--- src/mem_cfg_pkg.sv ---
//==========================================================
// sizing constants for the memory-request front end
// bus widths, channel count, queue depths, address map
//==========================================================

`default_nettype none

package mem_cfg_pkg;

	// cpu bus
	localparam int addr_w = 16;
	localparam int data_w = 8;

	// channels and the address map
	localparam int num_chan = 4;
	localparam int chan_w = $clog2(num_chan);
	// addr[15:14] picks the channel
	localparam int chan_sel_lsb = 14;
	// addr[9:0] is the store offset, addr[13:10] aliases
	localparam int ofs_w = 10;

	// queueing
	localparam int track_depth = 4;
	localparam int track_ptr_w = $clog2(track_depth);
	localparam int inbox_depth = 2;
	localparam int inbox_ptr_w = $clog2(inbox_depth);

	// a tracker holds one credit per inbox slot
	localparam int credit_w = $clog2(inbox_depth + 1);

endpackage

`default_nettype wire

--- src/mem_types_pkg.sv ---
//==========================================================
// channel and opcode enums
// packed cpu bus, channel view, request and response
//==========================================================

`default_nettype none

package mem_types_pkg;

	// numbered in address order, addr[15:14]
	typedef enum logic [mem_cfg_pkg::chan_w-1:0] {
		chan_wram  = 2'd0,
		chan_aram  = 2'd1,
		chan_vram  = 2'd2,
		chan_bsram = 2'd3
	} chan_e;

	typedef enum logic {
		op_read  = 1'b0,
		op_write = 1'b1
	} op_e;

	// raw cpu bus, 27 bits
	typedef struct packed {
		logic                            sel;
		logic                            rd;
		logic                            wr;
		logic [mem_cfg_pkg::addr_w-1:0] addr;
		logic [mem_cfg_pkg::data_w-1:0] wdata;
	} cpu_bus_t;

	// one channel's view after decode, 20 bits
	typedef struct packed {
		logic                           act_rd;
		logic                           act_wr;
		logic [mem_cfg_pkg::ofs_w-1:0]  ofs;
		logic [mem_cfg_pkg::data_w-1:0] wdata;
	} chan_bus_t;

	// queued access, 19 bits
	typedef struct packed {
		op_e                            op;
		logic [mem_cfg_pkg::ofs_w-1:0]  ofs;
		logic [mem_cfg_pkg::data_w-1:0] wdata;
	} mem_req_t;

	// read response, 21 bits
	typedef struct packed {
		logic                           valid;
		chan_e                          chan;
		logic [mem_cfg_pkg::ofs_w-1:0]  ofs;
		logic [mem_cfg_pkg::data_w-1:0] rdata;
	} mem_rsp_t;

endpackage

`default_nettype wire

--- src/channel_tracker.sv ---
//==========================================================
// per-channel access tracker
// event detection, request queue, credit counter
//==========================================================

`timescale 1ns/1ns
`default_nettype none

module channel_tracker (
	input  logic                     clk_sys,
	input  logic                     reset,
	input  mem_types_pkg::chan_bus_t cbus,
	output logic                     stall,
	input  logic                     credit_ret,
	output logic                     req_valid,
	output mem_types_pkg::mem_req_t  req
);

	import mem_cfg_pkg::*;
	import mem_types_pkg::*;

	logic                   rd_d;
	logic                   wr_d;
	logic [ofs_w-1:0]       last_rd_ofs;
	logic                   rd_evt;
	logic                   wr_evt;
	logic                   push;
	logic                   send;
	mem_req_t               new_req;
	mem_req_t               q [track_depth];
	logic [track_ptr_w-1:0] wr_ptr;
	logic [track_ptr_w-1:0] rd_ptr;
	logic [track_ptr_w:0]   count;
	logic [credit_w-1:0]    credits;

	//==========================================================
	// event rule
	//==========================================================

	// a held read counts again each time the offset moves
	assign rd_evt = cbus.act_rd && (!rd_d || cbus.ofs != last_rd_ofs);
	assign wr_evt = cbus.act_wr && !wr_d;

	// read and write together is not a legal bus cycle, write wins
	always_comb begin
		new_req.op    = wr_evt ? op_write : op_read;
		new_req.ofs   = cbus.ofs;
		new_req.wdata = cbus.wdata;
	end

	assign stall = (count == (track_ptr_w + 1)'(track_depth));
	// events arriving while full are dropped
	assign push  = (rd_evt | wr_evt) & ~stall;

	//==========================================================
	// queue and credits
	//==========================================================

	assign req_valid = (count != '0) && (credits != '0);
	assign send      = req_valid;
	assign req       = q[rd_ptr];

	always_ff @(posedge clk_sys) begin
		if (push) begin
			q[wr_ptr] <= new_req;
		end
		if (rd_evt) begin
			last_rd_ofs <= cbus.ofs;
		end
	end

	always_ff @(posedge clk_sys) begin
		if (reset) begin
			rd_d    <= 1'b0;
			wr_d    <= 1'b0;
			wr_ptr  <= '0;
			rd_ptr  <= '0;
			count   <= '0;
			credits <= credit_w'(inbox_depth);
		end else begin
			rd_d <= cbus.act_rd;
			wr_d <= cbus.act_wr;
			if (push) begin
				wr_ptr <= wr_ptr + 1'b1;
			end
			if (send) begin
				rd_ptr <= rd_ptr + 1'b1;
			end
			count   <= count + {{track_ptr_w{1'b0}}, push}
				- {{track_ptr_w{1'b0}}, send};
			// one spent per send, one back per inbox pop
			credits <= credits - {{(credit_w-1){1'b0}}, send}
				+ {{(credit_w-1){1'b0}}, credit_ret};
		end
	end

endmodule

`default_nettype wire

--- config.mk ---
export PLATFORM = sky130hd
export DESIGN_NAME = channel_tracker
export DESIGN_NICKNAME = d
export VERILOG_FILES = /design/src/mem_cfg_pkg.sv /design/src/mem_types_pkg.sv /design/src/channel_tracker.sv
export SDC_FILE = /design/constraint.sdc
export NUM_CORES = 1
export LEC_CHECK = 0
export BUFFER_PORTS_ARGS = -buffer_cell sky130_fd_sc_hd__buf_2
export CAP_MARGIN = 20
export CORE_ASPECT_RATIO = 1.75
export CORE_MARGIN = 3
export CORE_UTILIZATION = 52
export DETAILED_ROUTE_END_ITERATION = 8
export PLACE_DENSITY = 0.75
export SLEW_MARGIN = 15
export SYNTH_ARGS = -nofsm -noshare
export SYNTH_HDL_FRONTEND = slang
export SYNTH_SLANG_ARGS = --single-unit
export TNS_END_PERCENT = 30
--- constraint.sdc ---
create_clock -name clk_sys -period 2.25 [get_ports clk_sys]
set_input_delay 0.45 -clock clk_sys [delete_from_list [all_inputs] [get_ports clk_sys]]
set_output_delay 0.45 -clock clk_sys [all_outputs]
set_load 0.01 [all_outputs]
==> results.md <==
* Routed Antenna Nets at 0
* Crit-path max cell delay at roughly 400 ps
* R2R depth at 10
* Post-synth top area share at 0.6772
* Buf/Inv on CP at 1
* Slowest cell on crit path: edfxtp_1
* Seq cells post-synth at between 90 and 100
* Peak Freq at around 0.47 GHz
* # setup viols final at 0
* H-tree depth at 3
* Die Height at 119.3 um
* Router iterations before antenna repair at 4
* Skew-Pair Late Insertion Delay at about 340 ps
* Setup crit start: last_rd_ofs[7]
* Detailed Route WL at around 6000 um
* Initial antenna violation count at 0
* Sequential Power Share at 0.441
* Switching power at 1.537 mW
* Mean Syn Cell Area at just over 20 um^2
* Sw Share at 0.2735
* Hold path startpoint: cbus[6]
* Slew Viols, Final at 0
* Pin count of the biggest net entering global routing at 20
* GPL Wtd Cong at between 0.7 and 0.8
* Worst-Margin Slew at about 900 ps
* Maximum root-to-sink buffer count at 2
* WHS at 322.8 ps
* Vias per inst at about 5.3
* CTS Root Cell: clkbuf_16
* Worst Setup End Kind: register
* HP Class: in -> reg
* Sequential area share after synthesis at 0.7454
* Starting Density at 0.5443
* Combinational share of power at 0.292
* Total gr overflow at 0
* Crit path time final at roughly 2100 ps
* Tcrit/Tclk final at 0.9406
* R2R Setup Slk at approximately 130 ps
* P_leak at between 1.5 and 2 nW
* Clock power share at 0.267
* PortBufs at 43
* Detailed-route via count at 1822
* Fin Setup TNS at 0 ps
* Count of hold-fix buffers inserted at cts at 0
* Fin area at around 4600 um^2
* CP Max Fanout at 2
* CP cell instances: xnor2_1 -> o2111ai_2 -> nor4_4 -> a211oi_4 -> ha_1 -> inv_1 -> fa_1 -> xor2_1 -> xnor2_1 -> nor2_1
* Critical path's most frequent cell: xnor2_1
* CTS Sinks at 99
* Gr usage total at 0.1643
* Pwr dens at roughly 1200 nW/um^2
* Hold Path Cell Cnt at 1
* Post-DR wirelength/cell at approximately 18 um
* FF/Latch Area at between 2000 and 3000 um^2
* Post-synthesis net count at roughly 220
* Worst Setup EP: count[2]
* Row count at 40
* Status: completed
* CTS tree: yes
* Reg-to-reg endpoint: count[2]
* Post-DP HPWL at a little under 4000 um
* Synthesized area at approximately 3800 um^2
* CP arrival at 2340 ps
* Placed cell area at 4299 um^2
* CP top delay family: XOR/XNOR gates
* Cell Int Power at between 4 and 5 mW
* Finished Layout Cells at approximately 350
* Vias in the first global route at between 1500 and 2000
* Die area at ~8400 um^2
* Clock Pin Slew Worst Setup and Hold Paths at ~60 ps
* Distinct cells, synth at 24
* First-pass GRT wire length at between 10000 and 15000 um
* Total CTS buffers at 9
* Io pins at 44
* Final hold viol count at 0
* NumNets Final at 288
* Drt first-iter violations at between 150 and 200
* Number of cells produced by synthesis at 189
* Worst flop-to-flop path startpoint: last_rd_ofs[7]
* CP Depth at 10
* Synth area leader: edfxtp_1
* Worst setup SP type: register
* Layout cells sized above 1 at 0.4023
* Synth area leaders: edfxtp_1, mux4_2, dfxtp_1
* Die Wd at between 70 and 80 um
* Data required, critical path at 2480 ps
* MaxCap Viol Count at 0
* Clock skew at roughly 5.5 ps
* Relative slew slack at 0.3980
* Syn. warnings at 0
* Placed cells at around 330
* Antenna Cells at 0
* Pwr Total at ~5.6 mW
* Core area at about 7000 um^2
* DRC at 0
* Area of the multi-input gates at approximately 930 um^2
* Synth-to-Final Area Change at 21.62%
* WS Path Type: reg -> reg
* Peak supply drop at 643.8 uV
* Fillers at between 400 and 500
## layer usage
metal  up-vias  track usage  share of wire
met4         0      0.08471          0.026
li1        866            -              -
met3         8      0.04814          0.050
met1       902       0.1968           0.40
met5         -            0              0
met2        46       0.2663           0.53
## state kept, by name (all words and copies together), names as in the netlist, named ones only
signal and count:
credits 2, wr_d 1, q 76, wr_ptr 2, count 3, rd_d 1
last_rd_ofs 10, rd_ptr 2
## repair_timing
action,CTS,global route
setup endpoints to repair,0,1
gates resized for setup,0,5
endpoints found under the hold margin,0,0
setup buffers,0,1
## cell usage in the layout (no fill, tap or decap), drive strengths merged
cell,synthesis,layout
a211oi,1,1
and2,4,4
buf,3,61
clkbuf,2,11
clkinv,0,2
clkinvlp,0,3
dfxtp,13,13
edfxtp,86,86
fa,1,1
ha,8,8
inv,9,9
mux2,1,1
mux2i,1,1
mux4,19,19
nand2,2,2
nand2b,5,5
nand3,2,2
nor2,8,8
nor2b,5,5
nor3b,1,1
nor4,1,1
o2111ai,1,1
o32a,1,1
xnor2,12,12
xor2,3,3
## worst min-delay path by stage
stage	to	slack, ps
5_1_grt	q[3][7]	320
2_1_floorplan	credits[1]	470
4_1_cts	q[0][6]	310
3_3_place_gp	credits[1]	490
3_5_place_dp	credits[1]	500
6_report	q[2][6]	320
## cells by family (layout without fill, tap and decap cells)
family | Yosys count | count (layout) | synth area share
flip-flops | 99 | 99 | 0.7454
multiplexers | 21 | 21 | 0.1188
XOR/XNOR | 15 | 15 | 0.03445
adder cells (fa/ha/maj) | 9 | 9 | 0.03150
buffers and inverters | 14 | 86 | 0.01542
AND/OR/NAND/NOR | 28 | 28 | 0.04429
AO/OA/AOI/OAI | 3 | 3 | 0.01017
## cells in the mapped netlist
master	n
a211oi_4	1
and2_1	4
buf_2	2
buf_4	1
clkbuf_1	2
dfxtp_1	13
edfxtp_1	86
fa_1	1
ha_1	8
inv_1	9
mux2_4	1
mux2i_1	1
mux4_2	19
nand2_1	2
nand2b_1	5
nand3_1	2
nor2_1	8
nor2b_1	5
nor3b_2	1
nor4_4	1
o2111ai_1	1
o32a_1	1
xnor2_1	12
xor2_1	3
## area by class of cell
type	instances	share of cell area
repair buffers	61	0.08902
well taps	84	0.02266
multi-input cells	76	0.2012
inverters	9	0.007284
clock buffers	11	0.05935
clock inverters	5	0.007014
flip-flops and latches	99	0.6134
## metrics by stage
step	setup WS (ps)	util
finish	133.6	0.6620
global route	-28.26	0.6620
CTS	88.95	0.6575
detailed placement	-98.15	0.6136
global placement	-39.01	0.6136
floorplan	43.72	-
## power groups by stage
stage	Combinational (mW)	Sequential, mW	Clock, mW
after global routing	1.82	2.51	1.62
final	1.64	2.48	1.50
after global placement	1.64	2.50	0
after floorplan	1.08	2.48	0
after CTS	1.68	2.48	1.55
after detailed placement	1.67	2.51	0
Note: power is estimated with default switching activity, not from simulation.
