[src/mem_cfg_pkg.sv]
//==========================================================
// sizing constants for the memory-request front end
// bus widths, channel count, queue depths, address map
//==========================================================

`default_nettype none

package mem_cfg_pkg;

	// cpu bus
	localparam int addr_w = 16;
	localparam int data_w = 8;

	// channels and the address map
	localparam int num_chan = 4;
	localparam int chan_w = $clog2(num_chan);
	// addr[15:14] picks the channel
	localparam int chan_sel_lsb = 14;
	// addr[9:0] is the store offset, addr[13:10] aliases
	localparam int ofs_w = 10;

	// queueing
	localparam int track_depth = 4;
	localparam int track_ptr_w = $clog2(track_depth);
	localparam int inbox_depth = 2;
	localparam int inbox_ptr_w = $clog2(inbox_depth);

	// a tracker holds one credit per inbox slot
	localparam int credit_w = $clog2(inbox_depth + 1);

endpackage

`default_nettype wire

[src/mem_types_pkg.sv]
//==========================================================
// channel and opcode enums
// packed cpu bus, channel view, request and response
//==========================================================

`default_nettype none

package mem_types_pkg;

	// numbered in address order, addr[15:14]
	typedef enum logic [mem_cfg_pkg::chan_w-1:0] {
		chan_wram  = 2'd0,
		chan_aram  = 2'd1,
		chan_vram  = 2'd2,
		chan_bsram = 2'd3
	} chan_e;

	typedef enum logic {
		op_read  = 1'b0,
		op_write = 1'b1
	} op_e;

	// raw cpu bus, 27 bits
	typedef struct packed {
		logic                            sel;
		logic                            rd;
		logic                            wr;
		logic [mem_cfg_pkg::addr_w-1:0] addr;
		logic [mem_cfg_pkg::data_w-1:0] wdata;
	} cpu_bus_t;

	// one channel's view after decode, 20 bits
	typedef struct packed {
		logic                           act_rd;
		logic                           act_wr;
		logic [mem_cfg_pkg::ofs_w-1:0]  ofs;
		logic [mem_cfg_pkg::data_w-1:0] wdata;
	} chan_bus_t;

	// queued access, 19 bits
	typedef struct packed {
		op_e                            op;
		logic [mem_cfg_pkg::ofs_w-1:0]  ofs;
		logic [mem_cfg_pkg::data_w-1:0] wdata;
	} mem_req_t;

	// read response, 21 bits
	typedef struct packed {
		logic                           valid;
		chan_e                          chan;
		logic [mem_cfg_pkg::ofs_w-1:0]  ofs;
		logic [mem_cfg_pkg::data_w-1:0] rdata;
	} mem_rsp_t;

endpackage

`default_nettype wire

[src/access_scheduler.sv]
//==========================================================
// round-robin access scheduler
// per-channel inboxes, grant, credit return, read response
//==========================================================

`timescale 1ns/1ns
`default_nettype none

module access_scheduler (
	input  logic                                                clk_sys,
	input  logic                                                reset,
	input  logic [mem_cfg_pkg::num_chan-1:0]                    req_valid,
	input  mem_types_pkg::mem_req_t [mem_cfg_pkg::num_chan-1:0] req,
	output logic [mem_cfg_pkg::num_chan-1:0]                    credit_ret,
	output logic                                                st_rd,
	output logic                                                st_wr,
	output mem_types_pkg::chan_e                                st_chan,
	output logic [mem_cfg_pkg::ofs_w-1:0]                       st_ofs,
	output logic [mem_cfg_pkg::data_w-1:0]                      st_wdata,
	input  logic [mem_cfg_pkg::data_w-1:0]                      st_rdata,
	output mem_types_pkg::mem_rsp_t                             rsp
);

	import mem_cfg_pkg::*;
	import mem_types_pkg::*;

	mem_req_t               inbox [num_chan][inbox_depth];
	logic [inbox_ptr_w-1:0] ib_wr [num_chan];
	logic [inbox_ptr_w-1:0] ib_rd [num_chan];
	logic [inbox_ptr_w:0]   ib_cnt [num_chan];
	logic [num_chan-1:0]    ready;
	logic [chan_w-1:0]      last_gnt;
	logic [chan_w-1:0]      gnt_chan;
	logic                   gnt_any;
	mem_req_t               head;
	logic                   rsp_valid;
	chan_e                  rsp_chan;
	logic [ofs_w-1:0]       rsp_ofs;

	always_comb begin
		for (int i = 0; i < num_chan; i++) begin
			ready[i] = (ib_cnt[i] != '0);
		end
	end

	// search starts at the channel after the last grant
	always_comb begin : rr_pick
		logic [chan_w-1:0] idx;
		gnt_any  = 1'b0;
		gnt_chan = last_gnt;
		for (int k = 1; k <= num_chan; k++) begin
			idx = last_gnt + chan_w'(k);
			if (!gnt_any && ready[idx]) begin
				gnt_any  = 1'b1;
				gnt_chan = idx;
			end
		end
	end

	assign head       = inbox[gnt_chan][ib_rd[gnt_chan]];
	assign credit_ret = gnt_any ? (num_chan'(1) << gnt_chan) : '0;

	assign st_rd    = gnt_any && (head.op == op_read);
	assign st_wr    = gnt_any && (head.op == op_write);
	assign st_chan  = chan_e'(gnt_chan);
	assign st_ofs   = head.ofs;
	assign st_wdata = head.wdata;

	always_ff @(posedge clk_sys) begin
		for (int i = 0; i < num_chan; i++) begin
			if (req_valid[i]) begin
				inbox[i][ib_wr[i]] <= req[i];
			end
		end
		// tag for the read in flight
		if (st_rd) begin
			rsp_chan <= st_chan;
			rsp_ofs  <= st_ofs;
		end
	end

	always_ff @(posedge clk_sys) begin
		if (reset) begin
			for (int i = 0; i < num_chan; i++) begin
				ib_wr[i]  <= '0;
				ib_rd[i]  <= '0;
				ib_cnt[i] <= '0;
			end
			last_gnt  <= '0;
			rsp_valid <= 1'b0;
		end else begin
			for (int i = 0; i < num_chan; i++) begin
				if (req_valid[i]) begin
					ib_wr[i] <= ib_wr[i] + 1'b1;
				end
				if (credit_ret[i]) begin
					ib_rd[i] <= ib_rd[i] + 1'b1;
				end
				ib_cnt[i] <= ib_cnt[i] + {{inbox_ptr_w{1'b0}}, req_valid[i]}
					- {{inbox_ptr_w{1'b0}}, credit_ret[i]};
			end
			if (gnt_any) begin
				last_gnt <= gnt_chan;
			end
			rsp_valid <= st_rd;
		end
	end

	// store data lands one cycle after the grant
	always_comb begin
		rsp.valid = rsp_valid;
		rsp.chan  = rsp_chan;
		rsp.ofs   = rsp_ofs;
		rsp.rdata = st_rdata;
	end

endmodule

`default_nettype wire

[config.mk]
export PLATFORM = sky130hd
export DESIGN_NAME = access_scheduler
export DESIGN_NICKNAME = d
export VERILOG_FILES = /design/src/mem_cfg_pkg.sv /design/src/mem_types_pkg.sv /design/src/access_scheduler.sv
export SDC_FILE = /design/constraint.sdc
export NUM_CORES = 1
export LEC_CHECK = 0
export BUFFER_PORTS_ARGS = -buffer_cell sky130_fd_sc_hd__clkbuf_2
export CAP_MARGIN = 0
export CELL_PAD_IN_SITES_DETAIL_PLACEMENT = 0
export CELL_PAD_IN_SITES_GLOBAL_PLACEMENT = 1
export CORE_MARGIN = 3
export CORE_UTILIZATION = 40
export DETAILED_ROUTE_END_ITERATION = 8
export PLACE_DENSITY = 0.7
export SLEW_MARGIN = 20
export SYNTH_ARGS = -nofsm -noshare
export SYNTH_HDL_FRONTEND = slang
export SYNTH_SLANG_ARGS = --single-unit
[constraint.sdc]
create_clock -name clk_sys -period 7.9 [get_ports clk_sys]
set_input_delay 1.58 -clock clk_sys [delete_from_list [all_inputs] [get_ports clk_sys]]
set_output_delay 1.58 -clock clk_sys [all_outputs]
set_load 0.01 [all_outputs]
==> run metrics, run 1 <==
Slew @ Worst Pin 702 ps; area grow syn2layout 17.1%; Distinct cells, synth 45; aggregate global-route resource usage 18.1%; # rows 49; clk_lat worst skew 430 ps; Fin. Hold Viols 0; Die Ht 144 um; cell internal pwr 2.62 mW; Psw 1.84 mW; clk slew on worst S/H paths 70 ps; die width 144 um; fin crit period 5460 ps; CTS tree built; worst r2r src ib_cnt[1][1]; fin crit share 69.1%; routability congestion estimate 0.769; final worst setup slack 2440 ps; crit path DAT 3880 ps; Clock Sinks 183; Longest Clk Path Bufs 2; CTS Hold Buffers Added 0; Synth area leaders edfxtp_1, mux2i_1, nand2_1; initial antenna violation count 0; Vias per Instance 5.20; Seq. cell area 5390 sq um; area of the multi-input gates 1900 sq um; number of flops mapped to enable cells by yosys 172; Synth Area per Inst 15.0 sq um; Setup crit end kind output pin; part of the power in registers 29.4%; Fmax 0.183 GHz; leakage power total 3.50 nW; setup bufs post-CTS 0; critical path type flop to output pin; Reg2Reg Depth 8; Worst Path Max Fanout 44; H-tree lvl count 4; RSZ-0062 raised after global routing no; Main synth FF type edfxtp_1; Post-Route WL 18.2 mm; CTS Root Cell clkbuf_16; vias after detailed routing 4,483; first-pass GRT wire length 27.3 mm; final slew viol count 0; drt first pass iters 5; Worst Setup SP ib_cnt[1][1]; CP endpoint st_rd; switching share of power 41.2%; total negative slack 0 ps; Rel. slew slack 53.1%; YS warnings 0; # Max-Cap Violations 0; Mapped Cells 503; number of global-route vias before repair 4,638; Tot Pwr 4.45 mW; Synth area leader edfxtp_1; flop and latch count out of synthesis 183; gr ovfl total 0; share of total power in the clock network 18.2%; sequential fraction of the synthesis area 71.2%; Pwr Density 503 nW/um^2; most common cell after layout, fill and taps aside edfxtp_1; FFs w/ async S/R, synth 0%; number of CTS-inserted buffers 17; post-CTS sizing 0; reg2reg setup slack 4310 ps; ANT cells 0; Setup Skew 11.1 ps; Synth Net Count 601; Gate power share 52.4%; fillcell total 1,626; die area 20,600 sq um; drt initial violations 348; Worst Setup Start Kind flop; Max rail drop VDD 300 uV; Critical Path RT 6320 ps; Final ANT Viol Nets 0; HP Class flop to flop; Initial Util 41.4%; Top Ports 137; core area 18,300 sq um; largest net degree at the start of global routing 46; Final nets 718; setup violators final 0; share of post-route cells with drive strength above 1 28.6%; R2R Path End rsp_ofs[9]; # DRC 0; status finished clean; pre-CTS setup slack 2880 ps; most frequent cells in the layout edfxtp_1, clkbuf_2, nand2_1, mux2i_1, a21oi_1; Synth top area share 68.3%; port bufs 120; Cell Area, Synth 7570 sq um; final hold slack 574 ps; DP HPWL 11.7 mm; wire per inst 21.1 um
==> state kept, by name, indices dropped and copies added, names as in the netlist <==
| name | flops |
|---|---|
| ib_cnt | 8 |
| last_gnt | 2 |
| rsp_ofs | 10 |
| ib_rd | 4 |
| rsp_valid | 1 |
| inbox | 152 |
| rsp_chan | 2 |
| ib_wr | 4 |
==> logic make-up after synthesis <==
kind of cell	Yosys count	share of synthesized area, %
buf+inv	48	4.07
mux	60	8.10
simple gates	125	7.72
xor+xnor	8	0.926
flops	183	71.2
compound gates	71	6.68
fa+ha+maj	8	1.32
==> synth_stat cells, types with 2 or more instances <==
cell type  count
xnor2_1        4
buf_6          3
nand2_1       73
ha_1           8
o22a_1        18
buf_4         11
dfxtp_1       11
or2_2          4
nand2_2        2
or3_1          4
xor2_1         4
clkbuf_1       2
edfxtp_1     172
nor3_1         6
a31oi_1       18
nor2_1         9
mux2i_1       56
o21bai_1       2
nand2b_1       4
buf_2         10
mux2_4         2
o211ai_1       4
clkbuf_8       4
inv_1         16
nor2b_1       12
a21oi_1       22
and2_1         4
==> per-stage QoR <==
step,std cells,area (sq um),util (%)
after detailed placement,830,8300,45.4
after global placement,830,8290,45.4
final,862,8860,48.5
after CTS,862,8860,48.5
after global routing,862,8860,48.5
after floorplan,503,7570,-
==> worst max-delay path, cell delays in order, from the launching register on <==
cell	delay (ps)
dfxtp_1	350
o21bai_1	250
o311a_2	260
o21a_4	540
buf_4	620
mux2_4	470
o221ai_2	250
nor3b_2	210
buf_4	260
clkbuf_2	170
==> layout make-up <==
cell class / instances / area share [%]
Clock inverter: 14 / 1.48
Timing Repair Buffer: 129 / 7.54
Inverter: 17 / 0.720
Tap cell: 229 / 3.23
Sequential cell: 183 / 60.8
Clock buffer: 18 / 4.84
Multi-Input combinational cell: 272 / 21.4
==> power groups by stage <==
stage	clock network, mW	logic [mW]	registers [mW]
final	0.811	2.33	1.31
after global routing	0.865	2.56	1.32
after CTS	0.822	2.38	1.31
after detailed placement	0	2.37	1.33
after global placement	0	2.34	1.33
after floorplan	0	1.67	1.33
==> layer usage <==
layer | vias to the layer above | routed length (um) | GRT usage, %
li1 | 2103 | - | -
met4 | 0 | 248 | 6.34
met5 | - | 0 | 0
met2 | 104 | 9260 | 30.2
met3 | 17 | 785 | 4.03
met1 | 2259 | 7870 | 23.4
==> worst min path at each step <==
stage                         to  slack [ps]         start  cells after the start
floorplan           ib_cnt[2][1]         520  ib_cnt[2][1]                      2
global placement    ib_cnt[3][1]         560  ib_cnt[3][1]                      2
detailed placement  ib_cnt[3][1]         560  ib_cnt[3][1]                      2
CTS                     ib_rd[3]         570      ib_rd[3]                      1
global route            ib_rd[1]         590      ib_rd[1]                      1
finish              ib_cnt[3][1]         570  ib_cnt[3][1]                      2
Power figures use the tool's default switching activity.
==> inputs of run 2 (changes only) <==
==> constraint.sdc (replaced) <==
create_clock -name clk_sys -period 5.4 [get_ports clk_sys]
set_input_delay 1.08 -clock clk_sys [delete_from_list [all_inputs] [get_ports clk_sys]]
set_output_delay 1.08 -clock clk_sys [all_outputs]
set_load 0.01 [all_outputs]
==> run 2 against run 1 <==
  * Clock power increased by 55%
  * Total power grew 49%
  * Count of clock-buffer cells in the layout did not move
  * Non-clock buffer count increased by 3
  * Flip-flop and latch count stayed put
==> run metrics, run 2 (synthesis results as in run 1) <==
status finished clean (unchanged); crit path DAT 3420 ps (was 3880 ps); Vias per Instance 5.24 (was 5.20); Rel. slew slack 52.1% (was 53.1%); ANT cells 0 (unchanged); area grow syn2layout 17.9% (was 17.1%); Worst Path Max Fanout 45 (was 44); total negative slack 0 ps (unchanged); die area 20,600 sq um (unchanged); drt initial violations 377 (was 348); H-tree lvl count 4 (unchanged); number of global-route vias before repair 4,774 (was 4,638); final worst setup slack 896 ps (was 2440 ps); drt first pass iters 5 (unchanged); # DRC 0 (unchanged); wire per inst 21.1 um (about the same); number of CTS-inserted buffers 17 (unchanged); most frequent cells in the layout edfxtp_1, clkbuf_2, nand2_1, mux2i_1, a21oi_1 (unchanged); HP Class flop to flop (unchanged); # rows 49 (unchanged); Longest Clk Path Bufs 2 (unchanged); clk_lat worst skew 420 ps (was 430 ps); routability congestion estimate 0.795 (was 0.769); Largest register FFs 152 (unchanged); vias after detailed routing 4,532 (was 4,483); RSZ-0062 raised after global routing no (unchanged); core area 18,300 sq um (unchanged); Final nets 721 (was 718); Initial Util 41.4% (unchanged); fin crit period 4500 ps; Die Ht 144 um (unchanged); CTS Root Cell clkbuf_16 (unchanged); share of post-route cells with drive strength above 1 28.9% (was 28.6%); leakage power total 3.52 nW (was 3.50 nW); gr ovfl total 0 (unchanged); fin crit share 83.4%; Setup crit end kind output pin (unchanged); Critical Path RT 4320 ps (was 6320 ps); port bufs 120 (unchanged); final slew viol count 0 (unchanged); aggregate global-route resource usage 18.3% (was 18.1%); pre-CTS setup slack 1310 ps (was 2880 ps); Clock Sinks 183 (unchanged); Final ANT Viol Nets 0 (unchanged); # Max-Cap Violations 0 (unchanged); post-CTS sizing 0 (unchanged); critical path type flop to output pin (unchanged); Setup Skew 6.64 ps (was 11.1 ps); Tot Pwr 6.64 mW (was 4.45 mW); setup violators final 0 (unchanged); Fmax 0.222 GHz; CTS Hold Buffers Added 0 (unchanged); clk slew on worst S/H paths 70 ps (about the same); setup bufs post-CTS 0 (unchanged); Pwr Density 745 nW/um^2 (was 503 nW/um^2); CTS tree built (unchanged); die width 144 um (unchanged); Slew @ Worst Pin 718 ps (was 702 ps); largest net degree at the start of global routing 46 (unchanged); Post-Route WL 18.3 mm (was 18.2 mm); Fin. Hold Viols 0 (unchanged); initial antenna violation count 0 (unchanged); first-pass GRT wire length 27.3 mm (about the same); most common cell after layout, fill and taps aside edfxtp_1 (unchanged); Top Ports 137 (unchanged); fillcell total 1,591 (was 1,626); Worst Setup Start Kind flop (unchanged); DP HPWL 11.9 mm (was 11.7 mm); Max rail drop VDD 389 uV (was 300 uV)
==> run 2: worst paths after layout <==
check / from / endpoint / slack (ps) / depth (start not counted)
max: ib_cnt[3][0] / st_rd / 900 / 8
min reg2reg: ib_rd[3] / ib_rd[3] / 570 / 1
max reg2reg: ib_cnt[3][0] / ib_cnt[0][1] / 1720 / 13
min: ib_rd[3] / ib_rd[3] / 570 / 1
==> run 2: critical path, stage by stage (launching register included) <==
cell	delay (ps)
dfxtp_1	330
o21bai_1	230
o311a_1	270
o21a_4	540
buf_4	620
o211ai_1	180
o2111a_1	240
nor3b_2	340
clkbuf_2	200
==> run 2: layout make-up <==
cell class	count	area (sq um)	share of cell area, %
Clock inverter	14	173	1.94
Multi-Input combinational cell	272	1890	21.2
Tap cell	229	287	3.21
Inverter	17	63.8	0.716
Clock buffer	18	429	4.81
Sequential cell	183	5390	60.4
Timing Repair Buffer	132	691	7.75
==> run 2: per-layer routing <==
layer	global-route usage (%)	routed length (um)	share of wire, %
met1	23.8	7750	42
met3	4.36	1090	6.0
met5	0	0	0
met2	30.4	9120	50
met4	5.95	295	1.6
==> run 2: per-stage QoR <==
stage                     cell area, sq um  hold WS [ps]  util, %  instances
after floorplan                       7570           522        -        503
after global placement                8310           557     45.5        833
after detailed placement              8320           557     45.5        833
after CTS                             8920           571     48.8        865
after global routing                  8920           593     48.8        865
final                                 8920           570     48.8        865
==> run 2: power by group <==
group / total, mW / switching (mW) / internal, mW / leakage (nW)
Sequential: 1.91 / 0.0711 / 1.84 / 1.72
Clock: 1.26 / 0.527 / 0.733 / 0.293
Combinational: 3.47 / 2.14 / 1.33 / 1.51
